<file path="config.mk">
export PLATFORM = sky130hd
export DESIGN_NAME = command_decoder_flat
export DESIGN_NICKNAME = d
export VERILOG_FILES = /design/src/verilog/graphics_pkg.sv /design/src/verilog/sprite_cmd_if.sv /design/src/verilog/command_decoder.sv /design/src/flat_wrapper.sv
export SDC_FILE = /design/constraint.sdc
export NUM_CORES = 1
export LEC_CHECK = 0
export ABC_AREA = 1
export BUFFER_PORTS_ARGS = -buffer_cell sky130_fd_sc_hd__buf_2
export CORE_ASPECT_RATIO = 0.6
export CORE_MARGIN = 8
export CORE_UTILIZATION = 50
export CTS_CLUSTER_SIZE = 10
export DETAILED_ROUTE_END_ITERATION = 10
export PLACE_DENSITY = 0.83
export SLEW_MARGIN = 20
export SYNTH_ARGS = -nofsm -noshare
export SYNTH_HDL_FRONTEND = slang
export SYNTH_SLANG_ARGS = --single-unit
</file>
<file path="constraint.sdc">
create_clock -name clock -period 2.4 [get_ports clock]
set_clock_uncertainty 0.05 [all_clocks]
set_input_delay 0.48 -clock clock [delete_from_list [all_inputs] [get_ports clock]]
set_output_delay 0.48 -clock clock [all_outputs]
set_load 0.01 [all_outputs]
</file>
<file path="src/verilog/graphics_pkg.sv">
package graphics_pkg;

    // Active area kept small so simulation stays short
    localparam int screen_width  = 64;
    localparam int screen_height = 40;
    localparam int frame_pixels  = screen_width * screen_height;

    // Raster timing in clocks per line and lines per frame
    localparam int line_length = 80;
    localparam int frame_lines = 48;
    localparam int hsync_start = 68;
    localparam int hsync_end   = 76;
    localparam int vsync_start = 42;
    localparam int vsync_end   = 44;

    localparam int h_count_width = $clog2(line_length);
    localparam int v_count_width = $clog2(frame_lines);

    // Field widths
    localparam int pixel_address_width = 12;
    localparam int coord_width         = 10;
    localparam int color_index_width   = 4;
    localparam int color_count_width   = 5;

    // Colour packing is Y, then Cb, then Cr
    localparam int y_width           = 4;
    localparam int cb_width          = 3;
    localparam int cr_width          = 3;
    localparam int color_value_width = y_width + cb_width + cr_width;

    // Op codes
    localparam logic [7:0] op_assign_color  = 8'h11;
    localparam logic [7:0] op_draw_sprite   = 8'h12;
    localparam logic [7:0] op_switch_buffer = 8'h14;

    // Operands before sprite pixel data starts
    localparam int sprite_header_bytes = 8;

endpackage
</file>
<file path="src/verilog/sprite_cmd_if.sv">
interface sprite_cmd_if;
    import graphics_pkg::*;

    logic                         start;
    logic [coord_width-1:0]       x_position;
    logic [coord_width-1:0]       y_position;
    logic [coord_width-1:0]       width;
    logic [color_count_width-1:0] color_count;
    logic [color_index_width-1:0] palette_offset;
    logic [7:0]                   data;
    logic                         data_valid;

    modport decoder (
        output start, x_position, y_position, width, color_count, palette_offset,
        output data, data_valid
    );

    modport engine (
        input start, x_position, y_position, width, color_count, palette_offset,
        input data, data_valid
    );

endinterface

</file>
<file path="src/verilog/command_decoder.sv">
module command_decoder (
    input  logic                                       clock,
    input  logic                                       reset,
    input  logic [7:0]                                 op_code,
    input  logic [7:0]                                 operand,
    input  logic                                       operand_valid,
    input  logic [15:0]                                operand_count,
    output logic                                       palette_write,
    output logic [graphics_pkg::color_index_width-1:0] palette_index,
    output logic [graphics_pkg::color_value_width-1:0] palette_value,
    output logic                                       switch_buffer,
    sprite_cmd_if.decoder                              sprite
);
    import graphics_pkg::*;

    logic is_color;
    logic is_sprite;
    logic is_switch;

    always_comb begin
        is_color  = operand_valid && (op_code == op_assign_color);
        is_sprite = operand_valid && (op_code == op_draw_sprite);
        is_switch = operand_valid && (op_code == op_switch_buffer);
    end

    // Strobes one cycle after the operand
    always_ff @(posedge clock) begin
        if (reset) begin
            palette_write     <= 1'b0;
            switch_buffer     <= 1'b0;
            sprite.start      <= 1'b0;
            sprite.data_valid <= 1'b0;
        end else begin
            palette_write     <= is_color && (operand_count == 16'd3);
            switch_buffer     <= is_switch;
            sprite.start      <= is_sprite && (operand_count == 16'(sprite_header_bytes - 1));
            sprite.data_valid <= is_sprite && (operand_count >= 16'(sprite_header_bytes));
        end
    end

    // Palette entry assembly
    always_ff @(posedge clock) begin
        if (is_color) begin
            case (operand_count)
                16'd0: palette_index <= operand[color_index_width-1:0];
                16'd1: palette_value[color_value_width-1 -: y_width] <= operand[y_width-1:0];
                16'd2: palette_value[cb_width+cr_width-1 -: cb_width] <= operand[cb_width-1:0];
                16'd3: palette_value[cr_width-1:0] <= operand[cr_width-1:0];
                default: ;
            endcase
        end
    end

    // Sprite header fields and then data bytes
    always_ff @(posedge clock) begin
        if (is_sprite) begin
            case (operand_count)
                16'd0: sprite.x_position[coord_width-1:8] <= operand[coord_width-9:0];
                16'd1: sprite.x_position[7:0] <= operand;
                16'd2: sprite.y_position[coord_width-1:8] <= operand[coord_width-9:0];
                16'd3: sprite.y_position[7:0] <= operand;
                16'd4: sprite.width[coord_width-1:8] <= operand[coord_width-9:0];
                16'd5: sprite.width[7:0] <= operand;
                // Anything but 2 or 4 colours means 16
                16'd6: begin
                    if (operand == 8'd2 || operand == 8'd4) begin
                        sprite.color_count <= operand[color_count_width-1:0];
                    end else begin
                        sprite.color_count <= color_count_width'(16);
                    end
                end
                16'd7: sprite.palette_offset <= operand[color_index_width-1:0];
                default: sprite.data <= operand;
            endcase
        end
    end

endmodule

</file>
<file path="src/flat_wrapper.sv">
// flat-port wrapper written by rule: the top's interface ports become plain ports
module command_decoder_flat import graphics_pkg::*;
  (clock, reset, op_code, operand, operand_valid, operand_count, palette_write, palette_index, palette_value, switch_buffer, sprite_start, sprite_x_position, sprite_y_position, sprite_width, sprite_color_count, sprite_palette_offset, sprite_data, sprite_data_valid);
  sprite_cmd_if sprite_i ();
  input  logic clock;
  input  logic reset;
  input  logic [7:0] op_code;
  input  logic [7:0] operand;
  input  logic operand_valid;
  input  logic [15:0] operand_count;
  output logic palette_write;
  output logic [graphics_pkg::color_index_width-1:0] palette_index;
  output logic [graphics_pkg::color_value_width-1:0] palette_value;
  output logic switch_buffer;
  output wire logic [$bits(sprite_i.start)-1:0] sprite_start;
  output wire logic [$bits(sprite_i.x_position)-1:0] sprite_x_position;
  output wire logic [$bits(sprite_i.y_position)-1:0] sprite_y_position;
  output wire logic [$bits(sprite_i.width)-1:0] sprite_width;
  output wire logic [$bits(sprite_i.color_count)-1:0] sprite_color_count;
  output wire logic [$bits(sprite_i.palette_offset)-1:0] sprite_palette_offset;
  output wire logic [$bits(sprite_i.data)-1:0] sprite_data;
  output wire logic [$bits(sprite_i.data_valid)-1:0] sprite_data_valid;
  assign sprite_start = sprite_i.start;
  assign sprite_x_position = sprite_i.x_position;
  assign sprite_y_position = sprite_i.y_position;
  assign sprite_width = sprite_i.width;
  assign sprite_color_count = sprite_i.color_count;
  assign sprite_palette_offset = sprite_i.palette_offset;
  assign sprite_data = sprite_i.data;
  assign sprite_data_valid = sprite_i.data_valid;
  command_decoder u_core (.clock(clock), .reset(reset), .op_code(op_code), .operand(operand), .operand_valid(operand_valid), .operand_count(operand_count), .palette_write(palette_write), .palette_index(palette_index), .palette_value(palette_value), .switch_buffer(switch_buffer), .sprite(sprite_i));
endmodule
</file>
==> After elaboration in Yosys (flattened, before gate mapping) <==
Index checks and enable logic that the tools add are counted.
Widths: inputs -> output; s select.
{ "classes": {"n_reduce_logical": 22, "eq_ne": 12, "bitwise_logic": 1, "n_lt_le_gt_ge": 1} }
{ "ops": {"columns": ["operator", "count"], "rows": [
  ["$eq 16x3->1 const B", 4],
  ["$eq 16x2->1 const B", 2],
  ["$reduce_and 2->1", 13],
  ["$eq 8x5->1 const B", 3],
  ["$eq 16x1->1 const B", 1],
  ["$ge 16x4->1 const B", 1],
  ["$logic_not 16->1", 1],
  ["$eq 8x2->1 const B", 1],
  ["$eq 8x3->1 const B", 1],
  ["$reduce_or 8->1", 1],
  ["$logic_and 1x1->1", 6],
  ["$logic_or 1x1->1", 1],
  ["$not 1->1", 1]
]} }
{ "word_totals": {"wordCells": 53, "reg_bits": 65, "out_inout_bits": 65} }

==> Longest topological paths before layout <==
{ "depth": {"ltp_word": 4, "ltp_mapped": 9} }

==> Worst setup path before layout <==
OpenSTA, ideal clock, no wires.
{ "synth_path": {"path_type": "input port to flip-flop", "from": "input port op_code[7]", "to": "register u_core.sprite.data[0], enable pin", "arrival_ns": 1.384, "setup_slack_ns": 0.596, "path_stages": 7, "path_cell_list": "nor2_1 nand3b_1 nor2_2 nand2_1 nor2_1 nand2_1 nor2_1"} }
{ "synth_between": {"elab_chain_len": 3} }
{ "synth_rtl": {"columns": ["item", "line", "rtl"], "rows": [
  ["from (decl)", "flat_wrapper.sv:7", "input logic [7:0] op_code;"],
  ["$eq 8x5->1", "command_decoder.sv:22", "is_sprite = operand_valid && (op_code == op_draw_sprite);"],
  ["$logic_and 1x1->1", "command_decoder.sv:22", null],
  ["$reduce_and 2->1 (no source line)", null, null],
  ["to (signal assigned)", "command_decoder.sv:73", "default: sprite.data <= operand;"],
  ["to (decl)", "sprite_cmd_if.sv:15", "output data, data_valid"]
]} }
No other way between the ends.
A chain may end at the register's enable or synchronous reset.

==> Worst setup path in the final report <==
{ "layout_path": {"from": "input port op_code[3]", "to": "register u_core.sprite.color_count[3], enable pin"} }
{ "layout_between": {"elab_chain_len": 3} }
{ "layout_rtl": {"columns": ["item", "line", "rtl"], "rows": [
  ["$eq 8x5->1", "command_decoder.sv:22", null],
  ["$logic_and 1x1->1", "command_decoder.sv:22", null],
  ["$reduce_and 2->1 (no source line)", null, null],
  ["to (signal assigned)", "command_decoder.sv:67", "sprite.color_count <= operand[color_count_width-1:0];"],
  ["to (signal assigned)", "command_decoder.sv:69", "sprite.color_count <= color_count_width'(16);"],
  ["to (decl)", "sprite_cmd_if.sv:14", "output start, x_position, y_position, width, color_count, palette_offset,"]
]} }
No other way between the ends.

==> metrics <==
Post-CTS Resized 0; detailed placement HPWL approximately 4000 um; sequential share of power about three fifths; CP Max Fanout 8; met3 GRT Util 6.030%; number of global-route vias before repair about 1600; diode count 0; Crit. Startpoint op_code[3]; GR Overflow Total 0; EDFF count, synth between 60 and 70; DIE AREA 7165 um2; GR Util All Layers 14.99%; Post-synth top flop edfxtp_1; area post-placement between 2000 and 3000 um2; largest net degree at the start of global routing 15; Worst Path Class, Setup in2reg; post-route ant nets 0; post-CTS setup buffers 0; filler instances between 300 and 400; maximum vdd drop approximately 0.00036 V; Sw Share between 20% and 30%; P_leak between 0.001 and 0.0015 uW; Power Density 668.2 nW/um2; Worst Setup End Kind flip-flop; Tot Pwr 2071 uW; Synth Warn # 0; Slew Limit Fails 0; final design utilization roughly two thirds; Final #Nets approximately 300; CTS tree yes; RSZ-0062 raised after global routing false; DRC 0; Worst Hold Class in2reg; Post-synth top cells edfxtp_1, nor2_1, nand2_1; Pint about 1600 uW; post-synth top area share roughly four fifths; Num CTS Buffers 9; Post-Route WL 5324 um; initial antenna violation count 0; CTS root buffer clkbuf_8; dominant cell type by area after synthesis edfxtp_1; fin worst setup slack 0.7950 ns; clock power share roughly 37%; drt initial violations 92; drt first pass iters 4; initial core utilization between 50% and 60%; syn_area_per_cell 15.11 um2; Die Wd around 100 um; total count of hold-check failures in the final report 0; CP Launch Type input pin; final setup fails 0; grt peak-use layer met2; Seq/Total Area, Yosys between 80% and 90%; Port Buffer Count around 100; Avg WL per Cell approximately 16 um; Worst Setup Slack post-DPL a little under 0.5 ns; CP required 2.33 ns; Vias/cell about 4.7; # rows 19; Final Cell Area around 3100 um2; Synth async-reset ratio 0%; Final period util between 60% and 70%; status finished clean; Area Overhead vs Synth 33.17%; Core Region 4517 um2; met1 usage about a fifth; Clock Sinks 65; # IOs 100; synthesized area 2327 um2; Logic pwr share approximately 3.4%; CTS max path bufs 2; grt met2 use roughly a quarter; count leader, synth edfxtp_1; layout cell share with drive strength beyond 1 between 40% and 50%; CTS Hold Buffers Added 0; fmax a little over 600 MHz; setup tns final 0 ns; register bit total from synthesis 65; maximum capacitance violations 0; P_sw approximately 440 uW; die height approximately 69 um; Post-Synthesis Cells 154; synth unique cells 22; Worst EP arrival ~1.5 ns; placer congestion estimate approximately 0.8; H-tree depth 3; first-pass GRT wire length around 8100 um; clock-pin slew on the worst setup and hold paths about 0.07 ns; end point of the critical path u_core.sprite.color_count[3]; via count 1583; Final min period 1.605 ns; synth top area cells edfxtp_1, nor2_1, dfxtp_1
worst min-delay path by stage:
stage	to	from	cells past startpoint	slack, ns
global placement	u_core.palette_write	reset	2	0.61
finish	u_core.palette_write	reset	2	0.28
global route	u_core.palette_write	reset	2	0.26
CTS	u_core.palette_write	reset	2	0.26
detailed placement	u_core.palette_write	reset	2	0.62
floorplan	u_core.palette_write	reset	1	0.50
cell usage in the layout (no fill, tap or decap), types with 2 or more instances in the layout:
cell,Yosys,layout
buf_2,0,99
edfxtp_1,61,61
nor2_1,30,30
nand2_1,16,16
inv_1,9,9
clkbuf_8,0,9
nor3_1,5,5
nor2_2,4,4
buf_4,0,4
dfxtp_1,4,4
nand2_2,3,3
inv_2,2,2
clkinv_4,1,2
o21ai_0,2,2
nor3_2,2,2
nand3b_1,2,2
nand3_1,2,2
nand4_1,2,2
a21oi_1,2,2
nor4_1,2,2
clkinvlp_4,0,2
clkbuf_1,0,2
conb_1,1,2
cell families (layout without fill, tap and decap cells):
family / count (synthesis) / after routing / synth area share (%)
buffers and inverters: 12 / 131 / 2.151
AND/OR/NAND/NOR: 70 / 70 / 14.14
AO/OA/AOI/OAI: 6 / 6 / 1.398
other: 1 / 2 / 0.1611
flip-flops: 65 / 65 / 82.15
layer usage:
layer / routed length (um) / share of wire [%]
met1: 2472 / 46
met2: 2397 / 45
met3: 370 / 6.9
met4: 84 / 1.6
met5: 0 / 0
cell type report:
type / count / area, um2 / area share [%]
tap: 63 / 78.83 / 2.543
clock buffer: 11 / 131.4 / 4.239
timing repair buffer: 103 / 525.5 / 16.96
clock inverter: 5 / 32.53 / 1.050
sequential: 65 / 1912 / 61.69
multi-input combinational: 78 / 369.1 / 11.91
inverter: 12 / 50.05 / 1.615
flip-flops by register name, summed over array words and instances (netlist names):
signal / flops
u_core.palette_index: 4
u_core.palette_value: 10
u_core.palette_write: 1
u_core.sprite.color_count: 5
u_core.sprite.data: 8
u_core.sprite.data_valid: 1
u_core.sprite.palette_offset: 4
u_core.sprite.start: 1
u_core.sprite.width: 10
u_core.sprite.x_position: 10
u_core.sprite.y_position: 10
u_core.switch_buffer: 1
critical path, stage by stage:
cell,delay [ns]
buf_2,0.10
nor2_1,0.16
nand3_1,0.11
nor2_2,0.13
inv_1,0.15
nor2_1,0.40
power groups by stage:
stage	Sequential, uW	Clock (uW)	Combinational, uW
after floorplan	1260	0	21.2
after global placement	1260	0	68.4
after detailed placement	1260	0	70.4
after CTS	1240	785	70.5
after global routing	1240	826	78.5
final	1240	764	70.4
per-stage QoR:
stage | cells | hold slack [ns]
after global placement | 321 | 0.6140
after detailed placement | 321 | 0.6174
final | 337 | 0.2773
after floorplan | 155 | 0.4997
after global routing | 337 | 0.2576
after CTS | 337 | 0.2559
No activity file was read; power rests on OpenSTA's default activity.
