**config.mk**
```make
export PLATFORM = sky130hd
export DESIGN_NAME = color_palette
export DESIGN_NICKNAME = d
export VERILOG_FILES = /design/src/verilog/graphics_pkg.sv /design/src/verilog/color_palette.sv
export SDC_FILE = /design/constraint.sdc
export NUM_CORES = 1
export LEC_CHECK = 0
export ABC_AREA = 1
export BUFFER_PORTS_ARGS = -buffer_cell sky130_fd_sc_hd__buf_2
export CAP_MARGIN = 40
export CORE_MARGIN = 1
export CORE_UTILIZATION = 55
export CTS_BUF_LIST = sky130_fd_sc_hd__clkbuf_4 sky130_fd_sc_hd__clkbuf_8
export DETAILED_ROUTE_END_ITERATION = 6
export GPL_TIMING_DRIVEN = 0
export PLACE_DENSITY_LB_ADDON = 0.2
export SLEW_MARGIN = 40
export SYNTH_ARGS = -nofsm -noshare
export SYNTH_HDL_FRONTEND = slang
export SYNTH_SLANG_ARGS = --single-unit
```
**constraint.sdc**
```tcl
create_clock -name clock -period 2.05 [get_ports clock]
set_input_delay 0.41 -clock clock [delete_from_list [all_inputs] [get_ports clock]]
set_output_delay 0.41 -clock clock [all_outputs]
set_load 0.1 [all_outputs]
```
**src/verilog/graphics_pkg.sv**
```systemverilog
package graphics_pkg;

    // Active area kept small so simulation stays short
    localparam int screen_width  = 64;
    localparam int screen_height = 40;
    localparam int frame_pixels  = screen_width * screen_height;

    // Raster timing in clocks per line and lines per frame
    localparam int line_length = 80;
    localparam int frame_lines = 48;
    localparam int hsync_start = 68;
    localparam int hsync_end   = 76;
    localparam int vsync_start = 42;
    localparam int vsync_end   = 44;

    localparam int h_count_width = $clog2(line_length);
    localparam int v_count_width = $clog2(frame_lines);

    // Field widths
    localparam int pixel_address_width = 12;
    localparam int coord_width         = 10;
    localparam int color_index_width   = 4;
    localparam int color_count_width   = 5;

    // Colour packing is Y, then Cb, then Cr
    localparam int y_width           = 4;
    localparam int cb_width          = 3;
    localparam int cr_width          = 3;
    localparam int color_value_width = y_width + cb_width + cr_width;

    // Op codes
    localparam logic [7:0] op_assign_color  = 8'h11;
    localparam logic [7:0] op_draw_sprite   = 8'h12;
    localparam logic [7:0] op_switch_buffer = 8'h14;

    // Operands before sprite pixel data starts
    localparam int sprite_header_bytes = 8;

endpackage
```
**src/verilog/color_palette.sv**
```systemverilog
module color_palette (
    input  logic                                       clock,
    input  logic                                       reset,
    input  logic                                       palette_write,
    input  logic [graphics_pkg::color_index_width-1:0] palette_index,
    input  logic [graphics_pkg::color_value_width-1:0] palette_value,
    input  logic [graphics_pkg::color_index_width-1:0] read_index,
    output logic [graphics_pkg::color_value_width-1:0] color_value
);
    import graphics_pkg::*;

    logic [color_value_width-1:0] palette [1 << color_index_width];

    always_ff @(posedge clock) begin
        if (reset) begin
            for (int i = 0; i < (1 << color_index_width); i++) begin
                palette[i] <= '0;
            end
            color_value <= '0;
        end else begin
            if (palette_write) begin
                palette[palette_index] <= palette_value;
            end
            // Same-cycle write is not seen by this lookup
            color_value <= palette[read_index];
        end
    end

endmodule

```
* Word-level counts from Yosys, hierarchy flattened
Memory sizes are Yosys's and may differ from the RTL's. A register that Yosys moved wholly into a read port is not among the register bits.
Cells that the tools add are included.
** Operators by class
- Mux-type cells :: 8
- Reduce and logical (&&, ||, !) cells :: 1
** Operator list (number)
- $mux W10 :: 1
- $reduce_or A10 Y1 :: 1
- $mux W1 :: 6
- $mux W4 :: 1
** Storage, ports and cells
- Output and inout bits :: 10
- Bits in registers :: 0
- Word-level logic and storage cells :: 10
- Memories :: 1
- Bits of input ports :: 21
- Bits in writable memories :: 160
** Memory list
- palette :: depth 16, bits a word 10, read ports 1, clocked after Yosys merged registers in 1, write ports 16, line color_palette.sv:12 : logic [color_value_width-1:0] palette [1 << color_index_width];

* Logic depth before layout (Yosys ltp)
Gate-level depths: netlist of run 1.
- Depth after elaboration :: 5
- Gate-level depth with buffers :: 9
- Mapped depth without buffers :: 7

* Least setup slack after synthesis of run 1
Ideal clock, no wire load.
- Kind :: input to register
- Start :: in reset
- End :: mem palette[11][0] (netlist bit) (enable)
- Stages on the path :: 6
- Required time :: 1.710 ns
- Buffers on the path :: 1
- Setup slack :: 0.434 ns
- Arrival time :: 1.276 ns
- Setup time :: 0.340 ns
- Cell sequence :: inv_2 -> nand2_2 -> nor3_2 -> nand2_1 -> buf_2 -> nand2_1
** RTL lines
- start: declaration :: line color_palette.sv:3 : input logic reset,
- end: declaration :: line color_palette.sv:12

==> results of run 1 <==
[power groups by stage]
stage / combinational (mW) / clock [mW] / sequential [mW]
5_1_grt: 0.889 / 2.61 / 4.06
4_1_cts: 0.814 / 2.47 / 4.04
3_3_place_gp: 0.803 / 0 / 4.11
3_5_place_dp: 0.811 / 0 / 4.12
6_report: 0.830 / 2.49 / 4.04
2_1_floorplan: 0.430 / 0 / 4.23
[layer usage]
layer | wire length, um | GRT usage, % | vias up
met5 | 0 | 0 | -
met4 | 578 | 12.3 | 0
met3 | 2220 | 7.21 | 53
met2 | 9510 | 45.4 | 340
met1 | 8450 | 40.4 | 2860
li1 | - | - | 2872
[path summary, 6_finish.rpt]
path / start / end / slack [ns]
hold / removal: palette_value[0] / palette[6][0]$_SDFFCE_PN0P_ / 0.38
hold reg to reg: palette[15][1]$_SDFFCE_PN0P_ / color_value[1]$_SDFF_PP0_ / 0.82
setup / recovery: reset / palette[9][4]$_SDFFCE_PN0P_ / 0.15
setup reg to reg: palette[9][4]$_SDFFCE_PN0P_ / color_value[4]$_SDFF_PP0_ / 0.90
[registers in the layout, indices dropped and copies added (netlist names)]
register     count
palette        160
color_value     10
[cells by family (layout without fill, tap and decap cells)]
kind of cell,count (synthesis),in the layout,synth area share (%)
DFF,170,170,63.3
buffers and inverters,159,219,8.44
and+or+nand+nor,541,541,27.6
AOI/OAI and AO/OA,10,10,0.633
[worst reg2reg max path: stages, from the launching register on]
cell,delay (ns)
edfxtp_1,0.34
inv_1,0.04
nand2_1,0.05
nand3_1,0.14
nand3_1,0.13
nand3_1,0.10
a21oi_1,0.28
[cell type report]
| cell class | count | share of cell area, % |
|---|---|---|
| multi-input cells | 551 | 25.7 |
| clock inverters | 6 | 0.950 |
| inverters | 100 | 4.35 |
| flip-flops and latches | 170 | 57.6 |
| well taps | 180 | 2.59 |
| repair buffers | 28 | 1.61 |
| plain buffers | 59 | 3.33 |
| clock buffers | 26 | 3.90 |
[stage by stage]
step	utilization, %	instance area (um2)	setup TNS (ns)	hold WS (ns)	total power [mW]
after floorplan	-	7910	0	0.670	4.66
after global placement	59.4	8270	-25.45	0.781	4.92
after detailed placement	59.4	8270	-30.64	0.802	4.93
after CTS	62.4	8690	0	0.366	7.33
after global routing	62.4	8690	0	0.385	7.56
final	62.4	8690	0	0.376	7.36
[synth_stat cells]
library cell  instances  area (um2)
inv_2                 2        7.51
nor2_1              163         612
inv_1                96         360
clkinv_1              1        3.75
nor3_2                4        40.0
clkbuf_1             18        67.6
a21oi_1              10        50.1
nand2_1             273        1020
edfxtp_1            160        4800
nand2_2               1        6.26
dfxtp_1              10         200
inv_4                 1        6.26
buf_6                 1        11.3
buf_2                36         180
nand3_1             100         500
buf_4                 4        30.0
==> results_dict.tcl, run 1 <==
set metrics [dict create \
    status "complete, no violations" \
    cts_sinks 170 \
    worst_slew_pin_slew_ns 0.800 \
    required_ns 2.15 \
    syn_inst 880 \
    fill_cells 1193 \
    max_clock_freq_mhz 527 \
    finalCriticalPeriod_ns 1.90 \
    reg2regPathDepth 6 \
    coreArea_um2 13900 \
    cp_top_family "simple AND/OR/NAND/NOR gates" \
    post_cts.repair.setup_buffers 0 \
    crit_slowest_cell "nand2_1" \
    hold_class "input port to flop" \
    setup_slack_ns 0.151 \
    layout_commonest_cell "nand2_1" \
    arrival_ns 2.00 \
    seq_area_frac_synth_pct 63.3 \
    final_cell_mix "nand2_1, nor2_1, edfxtp_1" \
    grt_first_pass_wirelength_mm 30.7 \
    syn-num-nets 901 \
    vias_per_cell 5.47 \
    fin_worst_skew_ns 0.0100 \
    ctsRootBufferMaster "clkbuf_8" \
    fin_crit_sh_pct 92.6 \
    htreeDepth 4 \
    critPathKind "input port to flop" \
    cts_buffers 17 \
    clk_pin_slew_ns 0.09 \
    synth-seq-cells 170 \
    powerDensity_nw_per_um2 847 \
    drc_errors 0 \
    synth_warnings 0 \
    grt_pass1_vias 5501 \
    place.gp.congestion 0.944 \
    internal-power_mw 5.49 \
    netlist_area_um2 7910 \
    cp_max_fo 10 \
    critPathCaptureType "flop" \
    clk_latency_ns 0.47 \
    hold_viol 0 \
    die_area_um2 14900 \
    cts_buffer_depth 2 \
    portBuffers 28 \
    slew_headroom_pct 46.7 \
    drt_iter0_markers 705 \
    multi_input_area_um2 2230 \
    power_frac_comb_pct 11.3 \
    ios 31 \
    grt_usage_pct 29.6 \
    instances_no_fill 1120 \
    row_count 43 \
    synthToLayoutAreaGrowth_pct 9.96 \
    seq_power_share_pct 54.9 \
    dp.cells 1088 \
    crit_buf_inv 3 \
    cts_resized 0 \
    hold-path-cell-count 3 \
    drive_gt1_share_pct 11.6 \
    rsz0062_at_grt "no" \
    diodes 0 \
    slowest_delay_ns 0.41 \
    antenna_found_initial 0 \
    routedWlPerCell_um 18.5 \
    leakagePower_nw 3.91 \
    pwr-share-clk_pct 33.8 \
    grt_max_degree 17 \
    nNetsFinal 948 \
    setup_viol 0 \
    place_hpwl_mm 14.7 \
    seqCellArea_um2 5000 \
    grt-ovfl-total 0 \
    ys_types 16 \
    wl_mm 20.8 \
    start_util_pct 56.7 \
    fp.dieW_um 122 \
    cts_tree "done" \
    syn_area_per_cell_um2 8.98 \
    postRouteAntennaNets 0 \
    drv_slew 0 \
    drv_cap 0 \
    start_kind "input port" \
    path_cells "buf_2, inv_2, nand2_2, nor3_2, nand2_1, buf_2, nand2_1" \
    switching_share_pct 25.4 \
    p_sw_mw 1.87 \
    cp.depth 7 \
    dp_slack_ns -0.308 \
    peakVddDrop_mv 0.399 \
    die_y_um 122 \
    dr.pass1.iters 7 \
    vias 6125 \
    ctsHoldBuffers 0 \
]
Note: power is estimated with default switching activity, not from simulation.
==> run 2, diff against run 1 <==
--- a/config.mk
+++ b/config.mk
@@ -6,7 +6,7 @@
 export NUM_CORES = 1
 export LEC_CHECK = 0
 export ABC_AREA = 1
-export BUFFER_PORTS_ARGS = -buffer_cell sky130_fd_sc_hd__buf_2
+export BUFFER_PORTS_ARGS = -buffer_cell sky130_fd_sc_hd__clkbuf_2
 export CAP_MARGIN = 40
 export CORE_MARGIN = 1
 export CORE_UTILIZATION = 55
==> constraint.sdc (replaced) <==
create_clock -name clock -period 2.2 [get_ports clock]
set_input_delay 0.44 -clock clock [delete_from_list [all_inputs] [get_ports clock]]
set_output_delay 0.44 -clock clock [all_outputs]
set_load 0.1 [all_outputs]
==> results_dict.tcl, run 2 (same netlist as run 1, synthesis figures left out) <==
set metrics [dict create \
    status "complete, no violations" \
    routedWlPerCell_um 18.7 \
    diodes 0 \
    critPathCaptureType "flop" \
    hold-worst-slack_ns 0.404 \
    ios 31 \
    wl_mm 20.9 \
    fp.dieW_um 122 \
    place.gp.congestion 0.924 \
    clk_pin_slew_ns 0.08 \
    cts_tree "done" \
    htreeDepth 4 \
    antenna_found_initial 0 \
    start_util_pct 56.7 \
    ctsHoldBuffers 0 \
    final_cell_mix "nand2_1, nor2_1, edfxtp_1" \
    die_y_um 122 \
    arrival_ns 1.97 \
    clk_latency_ns 0.48 \
    grt-ovfl-total 0 \
    grt_first_pass_wirelength_mm 31.3 \
    leakagePower_nw 3.89 \
    synthToLayoutAreaGrowth_pct 9.35 \
    fin_crit_sh_pct 84.2 \
    cts_sinks 170 \
    setup_viol 0 \
    hold-path-cell-count 3 \
    start_kind "input port" \
    place_hpwl_mm 14.7 \
    r2r-start "palette[9][4]$_SDFFCE_PN0P_" \
    utilization_pct 62.0 \
    drv_cap 0 \
    coreArea_um2 13900 \
    hold_viol 0 \
    die_area_um2 14900 \
    reg2reg_to "color_value[4]$_SDFF_PP0_" \
    hold_class "input port to flop" \
    worst_slew_pin_slew_ns 0.884 \
    fill_cells 1187 \
    cts_resized 0 \
    critPathKind "input port to flop" \
    slew_headroom_pct 41.1 \
    min_to "palette[3][5]$_SDFFCE_PN0P_" \
    nNetsFinal 948 \
    drv_slew 0 \
    layout_commonest_cell "nand2_1" \
    powerDensity_nw_per_um2 766 \
    required_ns 2.32 \
    hp-start "palette_value[5]" \
    max_clock_freq_mhz 540 \
    ctsRootBufferMaster "clkbuf_8" \
    row_count 43 \
    reg2regPathDepth 6 \
    grt_max_degree 17 \
    fin_worst_skew_ns 0.0146 \
    drive_gt1_share_pct 11.6 \
    dr.pass1.iters 5 \
    portBuffers 28 \
    cp_max_fo 10 \
    grt_usage_pct 30.2 \
    cts_buffers 17 \
    rsz0062_at_grt "no" \
    top_register "palette" \
    vias 6140 \
    peakVddDrop_mv 0.381 \
    total_power_mw 6.62 \
    finalCriticalPeriod_ns 1.85 \
    cts_buffer_depth 2 \
    vias_per_cell 5.48 \
    postRouteAntennaNets 0 \
    largest_reg_flops 160 \
    drt_iter0_markers 689 \
    grt_pass1_vias 5554 \
    post_cts.repair.setup_buffers 0 \
    reg.largest.list "palette: 160 flops, color_value: 10 flops" \
    drc_errors 0 \
    reg2reg_slack_ns 1.02 \
]
## run 2: worst max path at each step
stage          start                            to  slack (ns)  cells after the start
5_1_grt        reset   palette[9][9]$_SDFFCE_PN0P_        0.25                      7
4_1_cts        reset   palette[9][9]$_SDFFCE_PN0P_        0.36                      7
3_3_place_gp   reset   palette[9][0]$_SDFFCE_PN0P_       -0.15                      7
6_report       reset   palette[9][9]$_SDFFCE_PN0P_        0.35                      7
3_5_place_dp   reset   palette[9][1]$_SDFFCE_PN0P_       -0.16                      7
2_1_floorplan  reset  palette[11][0]$_SDFFCE_PN0P_        0.55                      6
## run 2: routing by layer
layer	routed length [um]	vias up	GRT usage, %
li1	-	2868	-
met1	8660	2891	43.3
met2	9560	339	45.7
met3	2110	42	5.52
met4	582	0	11.7
met5	0	-	0
## run 2: per-stage QoR
| step | instances | TNS (ns) | setup slack (ns) | instance area, um2 |
|---|---|---|---|---|
| detailed placement | 1088 | -9.07 | -0.160 | 8270 |
| global placement | 1088 | -6.35 | -0.152 | 8270 |
| global route | 1120 | 0 | 0.249 | 8640 |
| CTS | 1120 | 0 | 0.355 | 8640 |
| finish | 1120 | 0 | 0.347 | 8640 |
| floorplan | 880 | 0 | 0.554 | 7910 |
## run 2: power breakdown
part	internal (mW)	total, mW	switching (mW)
clock	0.994	2.08	1.09
sequential	3.72	3.77	0.0487
combinational	0.173	0.773	0.600
total	4.88	6.62	1.74
## run 2: layout make-up
| type | instances | area, um2 | share of cell area, % |
|---|---|---|---|
| inverters | 100 | 378 | 4.37 |
| repair buffers | 28 | 140 | 1.62 |
| clock buffers | 25 | 338 | 3.91 |
| multi-input cells | 551 | 2230 | 25.8 |
| flip-flops and latches | 170 | 5000 | 57.9 |
| plain buffers | 59 | 289 | 3.34 |
| clock inverters | 7 | 36.3 | 0.420 |
| well taps | 180 | 225 | 2.61 |
## run 2: worst max-delay path, stage by stage
cell and delay, ns:
clkbuf_2 0.11, inv_2 0.21, nand2_2 0.14, nor3_2 0.25, nand2_1 0.17, buf_2 0.23
nand2_1 0.40
==> run 3, diff against run 2 <==
--- a/config.mk
+++ b/config.mk
@@ -5,7 +5,7 @@
 export SDC_FILE = /design/constraint.sdc
 export NUM_CORES = 1
 export LEC_CHECK = 0
-export ABC_AREA = 1
+export ABC_AREA = 0
 export BUFFER_PORTS_ARGS = -buffer_cell sky130_fd_sc_hd__clkbuf_2
 export CAP_MARGIN = 40
 export CORE_MARGIN = 1
==> constraint.sdc (replaced) <==
create_clock -name clock -period 1.8 [get_ports clock]
set_input_delay 0.36 -clock clock [delete_from_list [all_inputs] [get_ports clock]]
set_output_delay 0.36 -clock clock [all_outputs]
set_load 0.1 [all_outputs]
==> results_dict.tcl, run 3 <==
set metrics [dict create \
    routedWlPerCell_um 22.9 \
    coreArea_um2 13900 \
    grt_max_degree 17 \
    fp.dieW_um 121 \
    setup_slack_ns 0.120 \
    powerDensity_nw_per_um2 953 \
    synth_top_family_by_area "simple AND/OR/NAND/NOR gates" \
    fin_crit_sh_pct 93.3 \
    crit_slowest_cell "clkbuf_1" \
    synth_common_cells "and2_1, edfxtp_1, mux2i_1" \
    hold_class "input port to flop" \
    grtUsageMet3_pct 4.79 \
    postLayoutCellArea_um2 8560 \
    ios 31 \
    drive_gt1_share_pct 16.6 \
    leakagePower_nw 3.20 \
    drv_cap 0 \
    yosys_most_used_dff "edfxtp_1" \
    clk_pin_slew_ns 0.09 \
    largest_reg_flops 160 \
    status "complete, no violations" \
    critPathCaptureType "flop" \
    cts_resized 0 \
    layout_commonest_cell "and2_1" \
    post_cts.repair.setup_buffers 0 \
    vias 4582 \
    cts_tree "done" \
    grt_use_met1_pct 36.8 \
    yosysTopAreaCellShare_pct 61.6 \
    synth.most_common_cell "and2_1" \
    ctsHoldBuffers 0 \
    start_util_pct 56.2 \
    yosys.area.top_type "edfxtp_1" \
    dp.cells 763 \
    synthAdderAreaFrac_pct 0 \
    cts_sinks 170 \
    required_ns 2.14 \
    drt_iter0_markers 535 \
    max_clock_freq_mhz 595 \
    vias_per_cell 5.76 \
    nNetsFinal 623 \
    drc_errors 0 \
    grt-ovfl-total 0 \
    peakVddDrop_mv 0.467 \
    rsz0062_at_grt "no" \
    grt_first_pass_wirelength_mm 26.7 \
    cts_buffers 17 \
    synth-edff-count 160 \
    async_flop_share_pct 0 \
    netlist_area_um2 7800 \
    syn-num-nets 575 \
    arrival_ns 2.02 \
    diodes 0 \
    synth.mux.area_fraction_pct 10.8 \
    clk_latency_ns 0.46 \
    portBuffers 29 \
    ctsRootBufferMaster "clkbuf_8" \
    instances_no_fill 795 \
    setup_viol 0 \
    synth_warnings 0 \
    synthXorXnorAreaFrac_pct 0 \
    cp_max_fo 10 \
    syn_inst 554 \
    path_cells "clkbuf_2, nor2_1, clkbuf_1, a22oi_1, nand3_1, nand2_1" \
    reg2reg_slack_ns 0.34 \
    dr.pass1.iters 4 \
    fin_tns_setup_ns 0 \
    htreeDepth 4 \
    cp_top_family "buffers and inverters" \
    cts_buffer_depth 2 \
    grt-busiest-layer "met2" \
    place_hpwl_mm 12.4 \
    die_y_um 121 \
    synth_simple_gate_area_share_pct 18.4 \
    synth-seq-cells 170 \
    synthToLayoutAreaGrowth_pct 9.72 \
    final_cell_mix "and2_1, edfxtp_1, mux2i_1" \
    slowest_delay_ns 0.54 \
    syn_area_per_cell_um2 14.1 \
    fin_worst_skew_ns 0.0101 \
    worst_slew_pin_slew_ns 0.691 \
    postRouteAntennaNets 0 \
    finalCriticalPeriod_ns 1.68 \
    reg.largest.list "palette: 160 flops, color_value: 10 flops" \
    hold-worst-slack_ns 0.298 \
    synth_compound_area_share_pct 3.24 \
    row_count 43 \
    ys_top_cells_by_area "edfxtp_1, and2_1, mux2i_1" \
    hold_viol 0 \
    slew_headroom_pct 53.9 \
    crit_buf_inv 2 \
    critPathKind "input port to flop" \
    seq_area_frac_synth_pct 64.2 \
    placed_area_um2 8170 \
    place.gp.congestion 0.875 \
    drv_slew 0 \
    dp_slack_ns -0.287 \
    grt_pass1_vias 4547 \
    wl_mm 18.2 \
    antenna_found_initial 0 \
    met2_usage_pct 41.1 \
    top_register "palette" \
    grt_usage_pct 26.5 \
    start_kind "input port" \
    die_area_um2 14700 \
    ys_types 27 \
]
==> run 3: cell types whose count changed in the layout (fill, tap and decap cells not counted), sizes merged, moves of 16 or more <==
| cell | change |
|---|---|
| a22oi | +29 |
| buf | -29 |
| nand2 | -262 |
| nor2 | -149 |
| or2 | +16 |
| mux2i | +58 |
| and2 | +161 |
| inv | -96 |
| nand3 | -84 |
==> run 3: final timing paths <==
kind | startpoint | end | cells after the start
hold reg to reg | palette[0][0]$_SDFFCE_PN0P_ | color_value[0]$_SDFF_PP0_ | 4
hold / removal | palette_value[9] | palette[3][9]$_SDFFCE_PN0P_ | 2
setup reg to reg | palette[6][2]$_SDFFCE_PN0P_ | color_value[2]$_SDFF_PP0_ | 4
setup / recovery | read_index[1] | color_value[7]$_SDFF_PP0_ | 6
==> run 3: kinds of logic (layout without fill, tap and decap cells) <==
| kind of cell | Yosys count | count (layout) |
|---|---|---|
| AO/OA/AOI/OAI | 33 | 33 |
| buffers and inverters | 43 | 104 |
| multiplexers | 69 | 69 |
| flip-flops | 170 | 170 |
| AND/OR/NAND/NOR | 239 | 239 |
==> run 3: layout make-up <==
class	instances	area, um2
Timing Repair Buffer	29	145
Tap cell	180	225
Multi-Input combinational cell	341	2530
Clock inverter	14	146
Clock buffer	18	241
Buffer	43	264
Sequential cell	170	5000
Fill cell	1038	5320
==> run 3: report_power, final <==
part	internal [mW]	switching [mW]
Combinational	0.253	0.605
Sequential	4.54	0.0604
Clock	1.25	1.44
==> run 3: routing by layer <==
layer,vias up,share of wire (%)
li1,2092,-
met1,2262,43
met2,195,47
met3,33,6.7
met4,0,2.7
met5,-,0
==> run 3: per-stage QoR <==
step                util (%)  total power, mW
floorplan                  -             5.26
global placement        58.9             5.52
detailed placement      58.9             5.55
CTS                     61.6             8.15
global route            61.6             8.37
finish                  61.6             8.15
