===== src/verilog/graphics_pkg.sv =====
package graphics_pkg;

    // Active area kept small so simulation stays short
    localparam int screen_width  = 64;
    localparam int screen_height = 40;
    localparam int frame_pixels  = screen_width * screen_height;

    // Raster timing in clocks per line and lines per frame
    localparam int line_length = 80;
    localparam int frame_lines = 48;
    localparam int hsync_start = 68;
    localparam int hsync_end   = 76;
    localparam int vsync_start = 42;
    localparam int vsync_end   = 44;

    localparam int h_count_width = $clog2(line_length);
    localparam int v_count_width = $clog2(frame_lines);

    // Field widths
    localparam int pixel_address_width = 12;
    localparam int coord_width         = 10;
    localparam int color_index_width   = 4;
    localparam int color_count_width   = 5;

    // Colour packing is Y, then Cb, then Cr
    localparam int y_width           = 4;
    localparam int cb_width          = 3;
    localparam int cr_width          = 3;
    localparam int color_value_width = y_width + cb_width + cr_width;

    // Op codes
    localparam logic [7:0] op_assign_color  = 8'h11;
    localparam logic [7:0] op_draw_sprite   = 8'h12;
    localparam logic [7:0] op_switch_buffer = 8'h14;

    // Operands before sprite pixel data starts
    localparam int sprite_header_bytes = 8;

endpackage

===== src/verilog/display_driver.sv =====
module display_driver (
    input  logic                                         clock,
    input  logic                                         reset,
    input  logic [graphics_pkg::color_value_width-1:0]   color_value,
    output logic [graphics_pkg::pixel_address_width-1:0] read_address,
    output logic                                         display_hsync,
    output logic                                         display_vsync,
    output logic                                         display_active,
    output logic [graphics_pkg::y_width-1:0]             display_y,
    output logic [graphics_pkg::cb_width-1:0]            display_cb,
    output logic [graphics_pkg::cr_width-1:0]            display_cr
);
    import graphics_pkg::*;

    logic [h_count_width-1:0] column;
    logic [v_count_width-1:0] line;
    logic                     active;
    logic                     hsync;
    logic                     vsync;

    // Two stages to match the buffer read and palette lookup
    logic [1:0] active_delay;
    logic [1:0] hsync_delay;
    logic [1:0] vsync_delay;

    always_ff @(posedge clock) begin
        if (reset) begin
            column <= '0;
            line   <= '0;
        end else if (column == h_count_width'(line_length - 1)) begin
            column <= '0;
            if (line == v_count_width'(frame_lines - 1)) begin
                line <= '0;
            end else begin
                line <= line + 1'b1;
            end
        end else begin
            column <= column + 1'b1;
        end
    end

    always_comb begin
        active = (column < screen_width) && (line < screen_height);
        hsync  = (column >= hsync_start) && (column < hsync_end);
        vsync  = (line >= vsync_start) && (line < vsync_end);
        read_address = active ? pixel_address_width'(line * screen_width + column) : '0;
    end

    always_ff @(posedge clock) begin
        if (reset) begin
            active_delay   <= '0;
            hsync_delay    <= '0;
            vsync_delay    <= '0;
            display_active <= 1'b0;
            display_hsync  <= 1'b0;
            display_vsync  <= 1'b0;
            display_y      <= '0;
            display_cb     <= '0;
            display_cr     <= '0;
        end else begin
            active_delay   <= {active_delay[0], active};
            hsync_delay    <= {hsync_delay[0], hsync};
            vsync_delay    <= {vsync_delay[0], vsync};
            display_active <= active_delay[1];
            display_hsync  <= hsync_delay[1];
            display_vsync  <= vsync_delay[1];
            // Blank outside the active area
            if (active_delay[1]) begin
                display_y  <= color_value[color_value_width-1 -: y_width];
                display_cb <= color_value[cb_width+cr_width-1 -: cb_width];
                display_cr <= color_value[cr_width-1:0];
            end else begin
                display_y  <= '0;
                display_cb <= '0;
                display_cr <= '0;
            end
        end
    end

endmodule


===== config.mk =====
export PLATFORM = sky130hd
export DESIGN_NAME = display_driver
export DESIGN_NICKNAME = d
export VERILOG_FILES = /design/src/verilog/graphics_pkg.sv /design/src/verilog/display_driver.sv
export SDC_FILE = /design/constraint.sdc
export NUM_CORES = 1
export LEC_CHECK = 0
export BUFFER_PORTS_ARGS = -buffer_cell sky130_fd_sc_hd__buf_2
export CORE_UTILIZATION = 50
export DETAILED_ROUTE_END_ITERATION = 8
export PLACE_DENSITY = 0.85
export SYNTH_ARGS = -nofsm -noshare
export SYNTH_HDL_FRONTEND = slang
export SYNTH_SLANG_ARGS = --single-unit

===== constraint.sdc =====
create_clock -name clock -period 3.6 [get_ports clock]
set_input_delay 0.18 -clock clock [delete_from_list [all_inputs] [get_ports clock]]
set_output_delay 0.18 -clock clock [all_outputs]
set_load 0.03 [all_outputs]

Yosys cells after proc, flatten, opt, wreduce, memory -nomap -nowiden
Index checks and enable logic that the tools add are counted.
W data, S select, Z words.

word-level totals
  bits in registers = 32
  bits in latches = 0
  RAM bits = 0
  ROM bits = 0
  output and inout bits = 25
  memories = 0

cells by class
  add/sub/neg operators = 3
  multiply operators = 0
  divide/modulo/power cells = 0
  magnitude comparators = 6
  equal/unequal tests = 2
  shifts and indexed selects = 0
  mux-type cells = 2
  bitwise logic cells = 1
  reductions and logical operators = 5

operators with widths
  operator               number
  $lt A7 B7 Y1 const B   2
  $add A12 B7 Y12        1
  $lt A6 B6 Y1 const B   2
  $mux W12               1
  $add A7 B1 Y7 const B  1
  $eq A7 B7 Y1 const B   1
  $ge A7 B7 Y1 const B   1
  $add A6 B1 Y6 const B  1
  $eq A6 B6 Y1 const B   1
  $ge A6 B6 Y1 const B   1
  $mux W6                1
  $reduce_or A2 Y1       2
  $logic_and A1 B1 Y1    3
  $not A1 Y1             1

Depth between registers and ports, before layout
Gate-level depths: netlist of run 1.

  word-level depth = 3
  gate-level depth with buffers = 6
  mapped depth without buffers = 5

Worst setup path before layout of run 1
OpenSTA, ideal clock, no wires.

  path type = register to output
  start = register column[6]
  end = output read_address[11] (netlist bit)
  data arrival time = 1.426 ns
  data required time = 3.420 ns
  slack = 1.994 ns
  cell stages (with the launch flop) = 5
  buffers on the path = 0
  path through = dfxtp_1 ha_1 nand3_1 o32a_1 nor2_1

between the ends
  word-level cells in the longest chain between the ends = 3

RTL lines
  element                                                                  line                  source
  start, declared                                                          display_driver.sv:15  logic [h_count_width-1:0] column;
  start signal, assigned                                                   display_driver.sv:38  column <= column + 1'b1;
  parallel branches: the longest is 2 deep, another holds $add A12 B7 Y12  n/a
  $mux W12 *                                                               display_driver.sv:46  read_address = active ? pixel_address_width'(line * screen_width + column) : '0;
  end, declared                                                            display_driver.sv:5   output logic [graphics_pkg::pixel_address_width-1:0] read_address,

Every way passes the cells marked *.

Worst setup path after layout of run 1
Same ends and word-level chain as after synthesis.

==> flow_summary.yaml, run 1 <==
run_status:
  status: "completed"
drt:
  wirelength_um: 2423
  avgViaCountPerCell: 5.173
  antenna_left: 0
  vias: 1045
  drtIter0Drc: 10
  drc: 0
  routedWlPerCell_um: 12.00
  first_pass_iters: 4
worst_setup_path:
  r2r_setup_slack_ps: 1930
  r2r-start: "column[0]$_SDFF_PP0_"
  path_class: "reg -> out"
  crit_path_max_fanout: 9
  r2r_end: "line[4]$_SDFFE_PP0N_"
  end_kind: "output port"
  critPathBufInv: 1
  endpoint: "read_address[11]"
  cp.arrival_ps: 1820
  reg2reg_depth: 5
  startpoint: "column[6]$_SDFF_PP0_"
  cp.depth: 5
  max_stage_delay_ps: 470
  start_kind: "flop"
  crit_path_top_delay_cell: "dfxtp_1"
  path_cells: "ha_1 -> nand3_1 -> o32a_1 -> nor2_1 -> buf_2"
  cp.required_ps: 3420
  critical_path.top_delay_family: "flip-flops"
timing:
  rsz0062_at_grt: "false"
  tightest_slew_ps: 517.1
  setup_ws_ps: 1599
  hold_violations: 0
  setup_viol_count_final: 0
  layout_min_cycle_time_ps: 2001
  period_share_pct: 55.59
  max_freq_ghz: 0.4997
  relSlewSlack_pct: 65.46
  whs_ps: 31.17
  setup_tns_ps: 0
  slew_violations: 0
  fin_skew_ps: 8.051
die:
  die_area_mm2: 0.002808
  start_util_pct: 52.47
  io_pins: 37
  die_w_um: 52.99
  row_count: 18
  die_h_um: 52.99
  coreArea_mm2: 0.002477
clocking:
  cts_max_level: 2
  clk_path_buf_depth: 2
  clock-sinks: 32
  clkSlewWorstSetupHoldPaths_ps: 100
  insertion_delay_ps: 340
  postCtsHoldBufs: 0
  post-cts-setup-buffers: 0
  tritoncts: "built"
  cts_buffers: 5
  cts-root-buf: "clkbuf_4"
  cts_resized: 0
global_route:
  grt_overflow: 0
  gr-max-usage-layer: "met2"
  met3_usage_pct: 5.460
  grt_pass1_vias: 915
  grt_antenna_before_repair: 0
  grt_use_met2_pct: 31.86
  use_met1_pct: 21.99
  grt_max_degree: 17
  grt_usage_pct: 19.52
  grt_pass1_wl_um: 3864
place:
  place_area_mm2: 0.001475
  dp_slack_ps: 1958
  hpwlAfterDp_um: 1711
  placement.io_buffers: 36
  place.gp.congestion: 0.8651
finish:
  multi_input_area_um2: 613.1
  ff_latch_area_um2: 640.6
  nets: 187
  drive_above_1_share_pct: 27.33
  n_antenna_cell: 0
  num-fill-cells: 232
  syn_to_final_growth_pct: 19.63
  fin_area_mm2: 0.001555
hold_path:
  holdCritPathClass: "in -> reg"
synth:
  netlist-cell-type-count: 32
  yosysWarnings: 0
  synth_fp_nets: 149
  ys_ff_latch: 32
  ys.flop_type: "dfxtp_1"
  netlist_area_mm2: 0.001300
  yosysSeqAreaShare_pct: 49.28
  synth_edf_count: 0
  syn_area_per_cell_um2: 9.774
  asyncSetResetFlopFracSynth_pct: 0
  syn_inst: 133
flow_run:
  drv_cap: 0
power_and_ir_drop:
  power.leakage_uw: 0.0007383
  peakVddDrop_mv: 0.4123
  power.density_mw_per_mm2: 444.0
-- Yosys cell counts (3+ instances only) --
library cell,n,area [um2]
buf_6,3,33.78
o21ai_1,3,15.01
xor2_1,4,35.03
xnor2_1,5,43.79
o21ai_0,4,20.02
and3_1,3,18.77
nor2b_1,8,50.05
dfxtp_1,32,640.6
and2_1,18,112.6
nor2_1,12,45.04
a21oi_1,4,20.02
nand3_1,8,40.04
ha_1,4,50.05
nand2_1,5,18.77
-- how the worst min path moves through the flow --
| stage | cells after the start | end | slack [ps] | from |
|---|---|---|---|---|
| after floorplan | 1 | hsync_delay[1]$_SDFF_PP0_ | 250 | reset |
| after global placement | 2 | display_y[2]$_SDFF_PP0_ | 380 | color_value[8] |
| after detailed placement | 2 | display_cr[1]$_SDFF_PP0_ | 380 | color_value[1] |
| after CTS | 2 | display_cr[1]$_SDFF_PP0_ | 20 | color_value[1] |
| after global routing | 2 | display_cr[1]$_SDFF_PP0_ | 30 | color_value[1] |
| final | 2 | display_cr[1]$_SDFF_PP0_ | 30 | color_value[1] |
-- state kept, by name, indices dropped and copies added, names as in the netlist --
signal          cells
active_delay        2
column              7
display_active      1
display_cb          3
display_cr          3
display_hsync       1
display_vsync       1
display_y           4
hsync_delay         2
line                6
vsync_delay         2
-- through the flow --
stage | utilization, % | cells | total power [uW]
5_1_grt | 62.78 | 202 | 718.6
3_5_place_dp | 59.55 | 194 | 431.6
3_3_place_gp | 59.55 | 194 | 430.0
2_1_floorplan | - | 133 | 413.4
6_report | 62.78 | 202 | 690.5
4_1_cts | 62.78 | 202 | 697.4
-- cell type report --
cell class	instances	area share (%)
Sequential cell	32	41.19
Multi-Input combinational cell	95	39.42
Timing Repair Buffer	36	11.58
Clock inverter	3	2.735
Clock buffer	5	2.414
Tap cell	30	2.414
Inverter	1	0.2414
-- cells in the final DEF (no fill, tap or decap), drive strengths merged, types with 2 or more instances in the layout --
cell	n
buf	36
dfxtp	32
and2	19
nor2	12
nand3	8
nor2b	8
o21ai	7
nand2	6
xnor2	5
clkbuf	5
xor2	4
a21oi	4
ha	4
and3	3
nand2b	2
or4	2
nor3b	2
-- worst reg2reg max path, stage by stage (launching register included) --
cell,delay [ps]
dfxtp_1,390
ha_1,210
and3_1,310
nand2_4,100
or4_1,480
a21oi_1,130
-- cell families after synthesis --
logic type      Yosys count  share of synthesized area, %
flops                    32                         49.28
buf+inv                   6                         3.560
fa+ha+maj                 4                         3.850
simple gates             67                         30.51
xor+xnor                  9                         6.063
compound gates           15                         6.738
-- metal layers --
layer  up-vias  routed length, um
met2        43               1181
met4         0                 47
met3         5                173
met1       480               1021
met5         -                  0
li1        517                  -
-- where the power goes --
part	total, uW	leakage (uW)	switching, uW	internal (uW)
clock	267	0.0000412	123	145
sequential	370	0.000260	6.66	363
combinational	53.2	0.000437	33.5	19.7
total	690	0.000738	163	528
Power figures use the tool's default switching activity.
==> run 2: changes to the inputs <==
Settings changed: ABC_AREA from default to 1, CORE_UTILIZATION 50 to 45, PLACE_DENSITY 0.85 to 0.81.
Clock period 3.6 ns to 1.8 ns, I/O delays scaled along.
==> flow_summary.yaml, run 2 <==
timing:
  setup_ws_ps: 84.04
  hold_violations: 0
  max_freq_ghz: 0.5828
  setup_viol_count_final: 0
  slew_violations: 0
  period_share_pct: 95.33
  layout_min_cycle_time_ps: 1716
  relSlewSlack_pct: 78.45
  fin_skew_ps: 5.082
  whs_ps: 35.38
  tightest_slew_ps: 322.4
drt:
  dr_wl_met2_um: 1206
  first_pass_iters: 4
  drtIter0Drc: 22
  top_layer_used: "met4"
  routedWlPerCell_um: 9.808
  wirelength_um: 2599
  wl_met3_um: 107
  antenna_left: 0
  drc: 0
  avgViaCountPerCell: 4.498
  vias: 1192
  met1_length_um: 1185
finish:
  largest_reg_flops: 7
  regMostFlops: "column"
  final_cell_mix: "43 x nor2_1, 35 x inv_1, 35 x buf_2"
  syn_to_final_growth_pct: 29.35
  nets: 249
  n_antenna_cell: 0
  top_regs: "column: 7 flops, line: 6 flops, display_y: 4 flops"
  final_common_cell: "nor2_1"
  stdcell_count: 265
  drive_above_1_share_pct: 23.50
place:
  hpwlAfterDp_um: 1714
  dp_cells: 246
  placement.io_buffers: 36
  place.gp.congestion: 0.7405
  dp_slack_ps: 380.3
synth:
  ys.flop_type: "dfxtp_1"
  synth_commonest_cells: "43 x nor2_1, 35 x inv_1, 32 x dfxtp_1"
  synth_most_common_cell: "nor2_1"
  yosysSeqAreaShare_pct: 47.85
  synth_edf_count: 0
  synth_fp_nets: 199
  netlist_area_mm2: 0.001339
  synth.area.top_cells: "dfxtp_1 48%, nor2_1 12%, inv_1 9.8%"
  yosysWarnings: 0
  synth_top_area_share_pct: 47.85
  synth_top_cell_by_area: "dfxtp_1"
  netlist-cell-type-count: 19
  syn_area_per_cell_um2: 7.316
  ys_ff_latch: 32
  syn_inst: 183
  asyncSetResetFlopFracSynth_pct: 0
clocking:
  clock-sinks: 32
  cts_max_level: 2
  clk_path_buf_depth: 2
  insertion_delay_ps: 330
  clkSlewWorstSetupHoldPaths_ps: 100
  tritoncts: "built"
  cts-root-buf: "clkbuf_4"
  cts_buffers: 5
worst_setup_path:
  crit_path_top_delay_cell: "dfxtp_4"
  endpoint: "read_address[8]"
  path_cells: "ha_1 -> ha_1 -> nand2_1 -> inv_1 -> nor3_1 -> buf_2"
  end_kind: "output port"
  critical_path.top_delay_family: "adder cells"
  r2r-start: "column[0]$_SDFF_PP0_"
  max_stage_delay_ps: 370
  critPathBufInv: 2
  r2r_end: "column[4]$_SDFF_PP0_"
  r2r_setup_slack_ps: 460
  startpoint: "column[6]$_SDFF_PP0_"
  cp.depth: 6
  start_kind: "flop"
  path_class: "reg -> out"
  reg2reg_depth: 6
  crit_top_cell: "ha_1"
  cp.arrival_ps: 1630
  cp.required_ps: 1710
  crit_path_max_fanout: 5
hold_path:
  holdCritPathClass: "in -> reg"
  hold_start: "reset"
  hold_depth: 2
die:
  start_util_pct: 48.13
  coreArea_mm2: 0.002781
  die_h_um: 56.55
  die_area_mm2: 0.003197
  die_w_um: 56.55
  io_pins: 37
  row_count: 19
power_and_ir_drop:
  peakVddDrop_mv: 0.6509
  power.density_mw_per_mm2: 786.3
  power.leakage_uw: 0.0009184
run_status:
  status: "completed"
global_route:
  grt_antenna_before_repair: 0
  grt_overflow: 0
  grt_usage_pct: 17.12
  grt_pass1_wl_um: 4146
  grt_pass1_vias: 967
  grt_max_degree: 14
flow_run:
  drv_cap: 0
## run 2: cell count changes in the layout (fill, tap and decap cells not counted), moves of 3 or more
cell	delta
inv_1	+34
nor2_1	+31
nand2_1	+25
and2_1	-18
dlygate4sd3_1	+10
nor2b_1	-8
xnor2_1	-5
a21oi_1	+4
and3_1	-3
nand2_2	+3
## run 2: how the worst min path moves through the flow
| stage | endpoint | slack [ps] |
|---|---|---|
| final | active_delay[0]$_SDFF_PP0_ | 40 |
| after global routing | display_vsync$_SDFF_PP0_ | 40 |
| after CTS | active_delay[1]$_SDFF_PP0_ | 30 |
| after detailed placement | display_y[0]$_SDFF_PP0_ | 310 |
| after global placement | display_cb[1]$_SDFF_PP0_ | 300 |
| after floorplan | display_cb[0]$_SDFF_PP0_ | 200 |
## run 2: kinds of logic (layout without fill, tap and decap cells)
family | count (synthesis) | after routing | share of synthesized area (%)
fa+ha+maj | 4 | 4 | 3.738
simple gates | 94 | 94 | 31.03
flops | 32 | 32 | 47.85
xor+xnor | 2 | 2 | 1.309
buf+inv | 39 | 90 | 11.31
compound gates | 12 | 12 | 4.766
## run 2: area by class of cell
cell class | instances | area (um2)
clock inverter | 2 | 35.03
multi-input combinational | 112 | 549.3
tap | 31 | 38.79
sequential | 32 | 645.6
timing repair buffer | 47 | 290.3
clock buffer | 6 | 41.29
inverter | 35 | 131.4
fill | 233 | 1050
## run 2: where the power goes
part | switching (uW) | internal (uW)
registers | 7.28 | 721
clock network | 239 | 291
logic | 61.1 | 42.9
## run 2: timing repair
item                                    4_1_cts  5_1_grt
endpoints found under the setup margin        0       12
hold buffers                                 10        0
setup buffers                                 0        1
resized for setup                             0        5
hold endpoints to repair                     10        0
## run 2: metrics by stage
stage                     setup TNS [ps]  total power (uW)  util (%)  area (um2)
after floorplan                        0             804.1         -        1339
after global placement                 0             831.1     55.29        1538
after detailed placement               0             831.8     55.29        1538
after CTS                              0              1373     61.63        1714
after global routing              -25.32              1414     62.26        1732
final                                  0              1362     62.26        1732
## run 2: metal layers
metal	vias to the layer above	track usage [%]
li1	648	-
met1	510	21.30
met2	23	25.04
met3	11	5.530
met4	0	11.50
met5	-	0
==> run 3: changes to the inputs <==
Settings changed: CORE_MARGIN from default to 2, CORE_UTILIZATION 45 to 42, PLACE_DENSITY 0.81 to 0.77.
==> flow_summary.yaml, run 3 (synthesis gave the netlist of run 2 again) <==
run_status:
  status: "completed"
place:
  dp_slack_ps: 364.9
  hpwlAfterDp_um: 1707
  place.gp.congestion: 0.7853
  dp_cells: 259
  placement.io_buffers: 36
timing:
  fin_skew_ps: 14.45
  period_share_pct: 94.06
  setup_ws_ps: 106.9
  hold_violations: 0
  max_freq_ghz: 0.5906
  rsz0062_at_grt: "true"
  slew_violations: 0
  setup_tns_ps: 0
  relSlewSlack_pct: 76.21
  tightest_slew_ps: 356.0
  layout_min_cycle_time_ps: 1693
  setup_viol_count_final: 0
clocking:
  insertion_delay_ps: 330
  clk_path_buf_depth: 2
  cts-root-buf: "clkbuf_4"
  clkSlewWorstSetupHoldPaths_ps: 100
  cts_max_level: 2
  clock-sinks: 32
  tritoncts: "built"
  cts_buffers: 5
worst_setup_path:
  crit_path_max_fanout: 4
  start_kind: "flop"
  cp.required_ps: 1710
  cp.arrival_ps: 1600
  path_class: "reg -> out"
  end_kind: "output port"
die:
  die_w_um: 60.46
  io_pins: 37
  row_count: 20
  start_util_pct: 43.85
  coreArea_mm2: 0.003053
  die_area_mm2: 0.003655
  die_h_um: 60.46
hold_path:
  holdCritPathClass: "in -> reg"
finish:
  top_regs: "column: 7 flops, line: 6 flops, display_y: 4 flops"
  drive_above_1_share_pct: 23.93
  stdcell_count: 278
  largest_reg_flops: 7
  nets: 249
  final_cell_mix: "43 x nor2_1, 35 x inv_1, 34 x buf_2"
  syn_to_final_growth_pct: 31.12
  final_common_cell: "nor2_1"
  n_antenna_cell: 0
  regMostFlops: "column"
drt:
  drc: 0
  routedWlPerCell_um: 8.824
  antenna_left: 0
  avgViaCountPerCell: 4.288
  vias: 1192
  drtIter0Drc: 44
  first_pass_iters: 4
  wirelength_um: 2453
global_route:
  grt_antenna_before_repair: 0
  grt_pass1_wl_um: 4002
  grt_pass1_vias: 989
  grt_usage_pct: 14.66
  grt_overflow: 0
  grt_max_degree: 14
power_and_ir_drop:
  seqPwrFrac_pct: 53.4
  p_comb_share_pct: 7.6
  p_total_uw: 1361
  power_frac_clock_pct: 39.1
  power.density_mw_per_mm2: 775.4
  switching_share_pct: 22.62
  peakVddDrop_mv: 0.5020
  power.leakage_uw: 0.0009195
  internal_power_uw: 1053
  p_sw_uw: 307.9
flow_run:
  drv_cap: 0
run 3: critical path, stage by stage, from the launching register on:
cell	delay [ps]
dfxtp_4	370
ha_1	200
ha_1	200
nand2_2	80
inv_1	50
a21oi_1	140
nor3_1	60
buf_4	170
run 3: per-layer routing:
| layer | vias to the layer above | wire [um] | GRT usage, % |
|---|---|---|---|
| met5 | - | 0 | 0 |
| met4 | 0 | 8 | 3.727 |
| met3 | 2 | 118 | 6.397 |
| met2 | 23 | 1196 | 23.29 |
| met1 | 520 | 1130 | 18.41 |
| li1 | 647 | - | - |
run 3: power groups by stage:
stage	combinational (uW)	sequential [uW]	clock (uW)
3_3_place_gp	86.0	746	0
4_1_cts	103	730	548
5_1_grt	114	729	581
3_5_place_dp	86.4	746	0
2_1_floorplan	44.9	759	0
6_report	103	726	532
run 3: final timing paths:
| check | startpoint | endpoint | slack, ps | cells after the start |
|---|---|---|---|---|
| max | column[6]$_SDFF_PP0_ | read_address[10] | 110 | 7 |
| min | reset | line[2]$_SDFFE_PP0N_ | 40 | 2 |
| max reg2reg | line[1]$_SDFFE_PP0N_ | line[3]$_SDFFE_PP0N_ | 450 | 6 |
| min reg2reg | hsync_delay[1]$_SDFF_PP0_ | display_hsync$_SDFF_PP0_ | 410 | 2 |
run 3: layout make-up:
class / count / area [um2]
multi-input cells: 112 / 551.8
inverters: 35 / 131.4
clock inverters: 2 / 35.03
flip-flops and latches: 32 / 648.1
clock buffers: 6 / 41.29
well taps: 44 / 55.05
repair buffers: 47 / 292.8
fillers: 302 / 1297
run 3: timing repair:
item | in CTS | in global routing
hold buffers | 10 | 0
gates resized for setup | 2 | 6
endpoints found under the hold margin | 10 | 0
pin swaps | 0 | 0
setup endpoints to repair | 1 | 2
setup buffers | 0 | 1
run 3: stage by stage:
stage                     hold WS [ps]  utilization, %  instance area, um2
final                            35.40           57.50                1755
after global routing             37.06           57.50                1755
after CTS                        25.71           56.80                1734
after detailed placement         308.0           50.90                1554
after global placement           302.0           50.90                1554
after floorplan                  202.2               -                1339
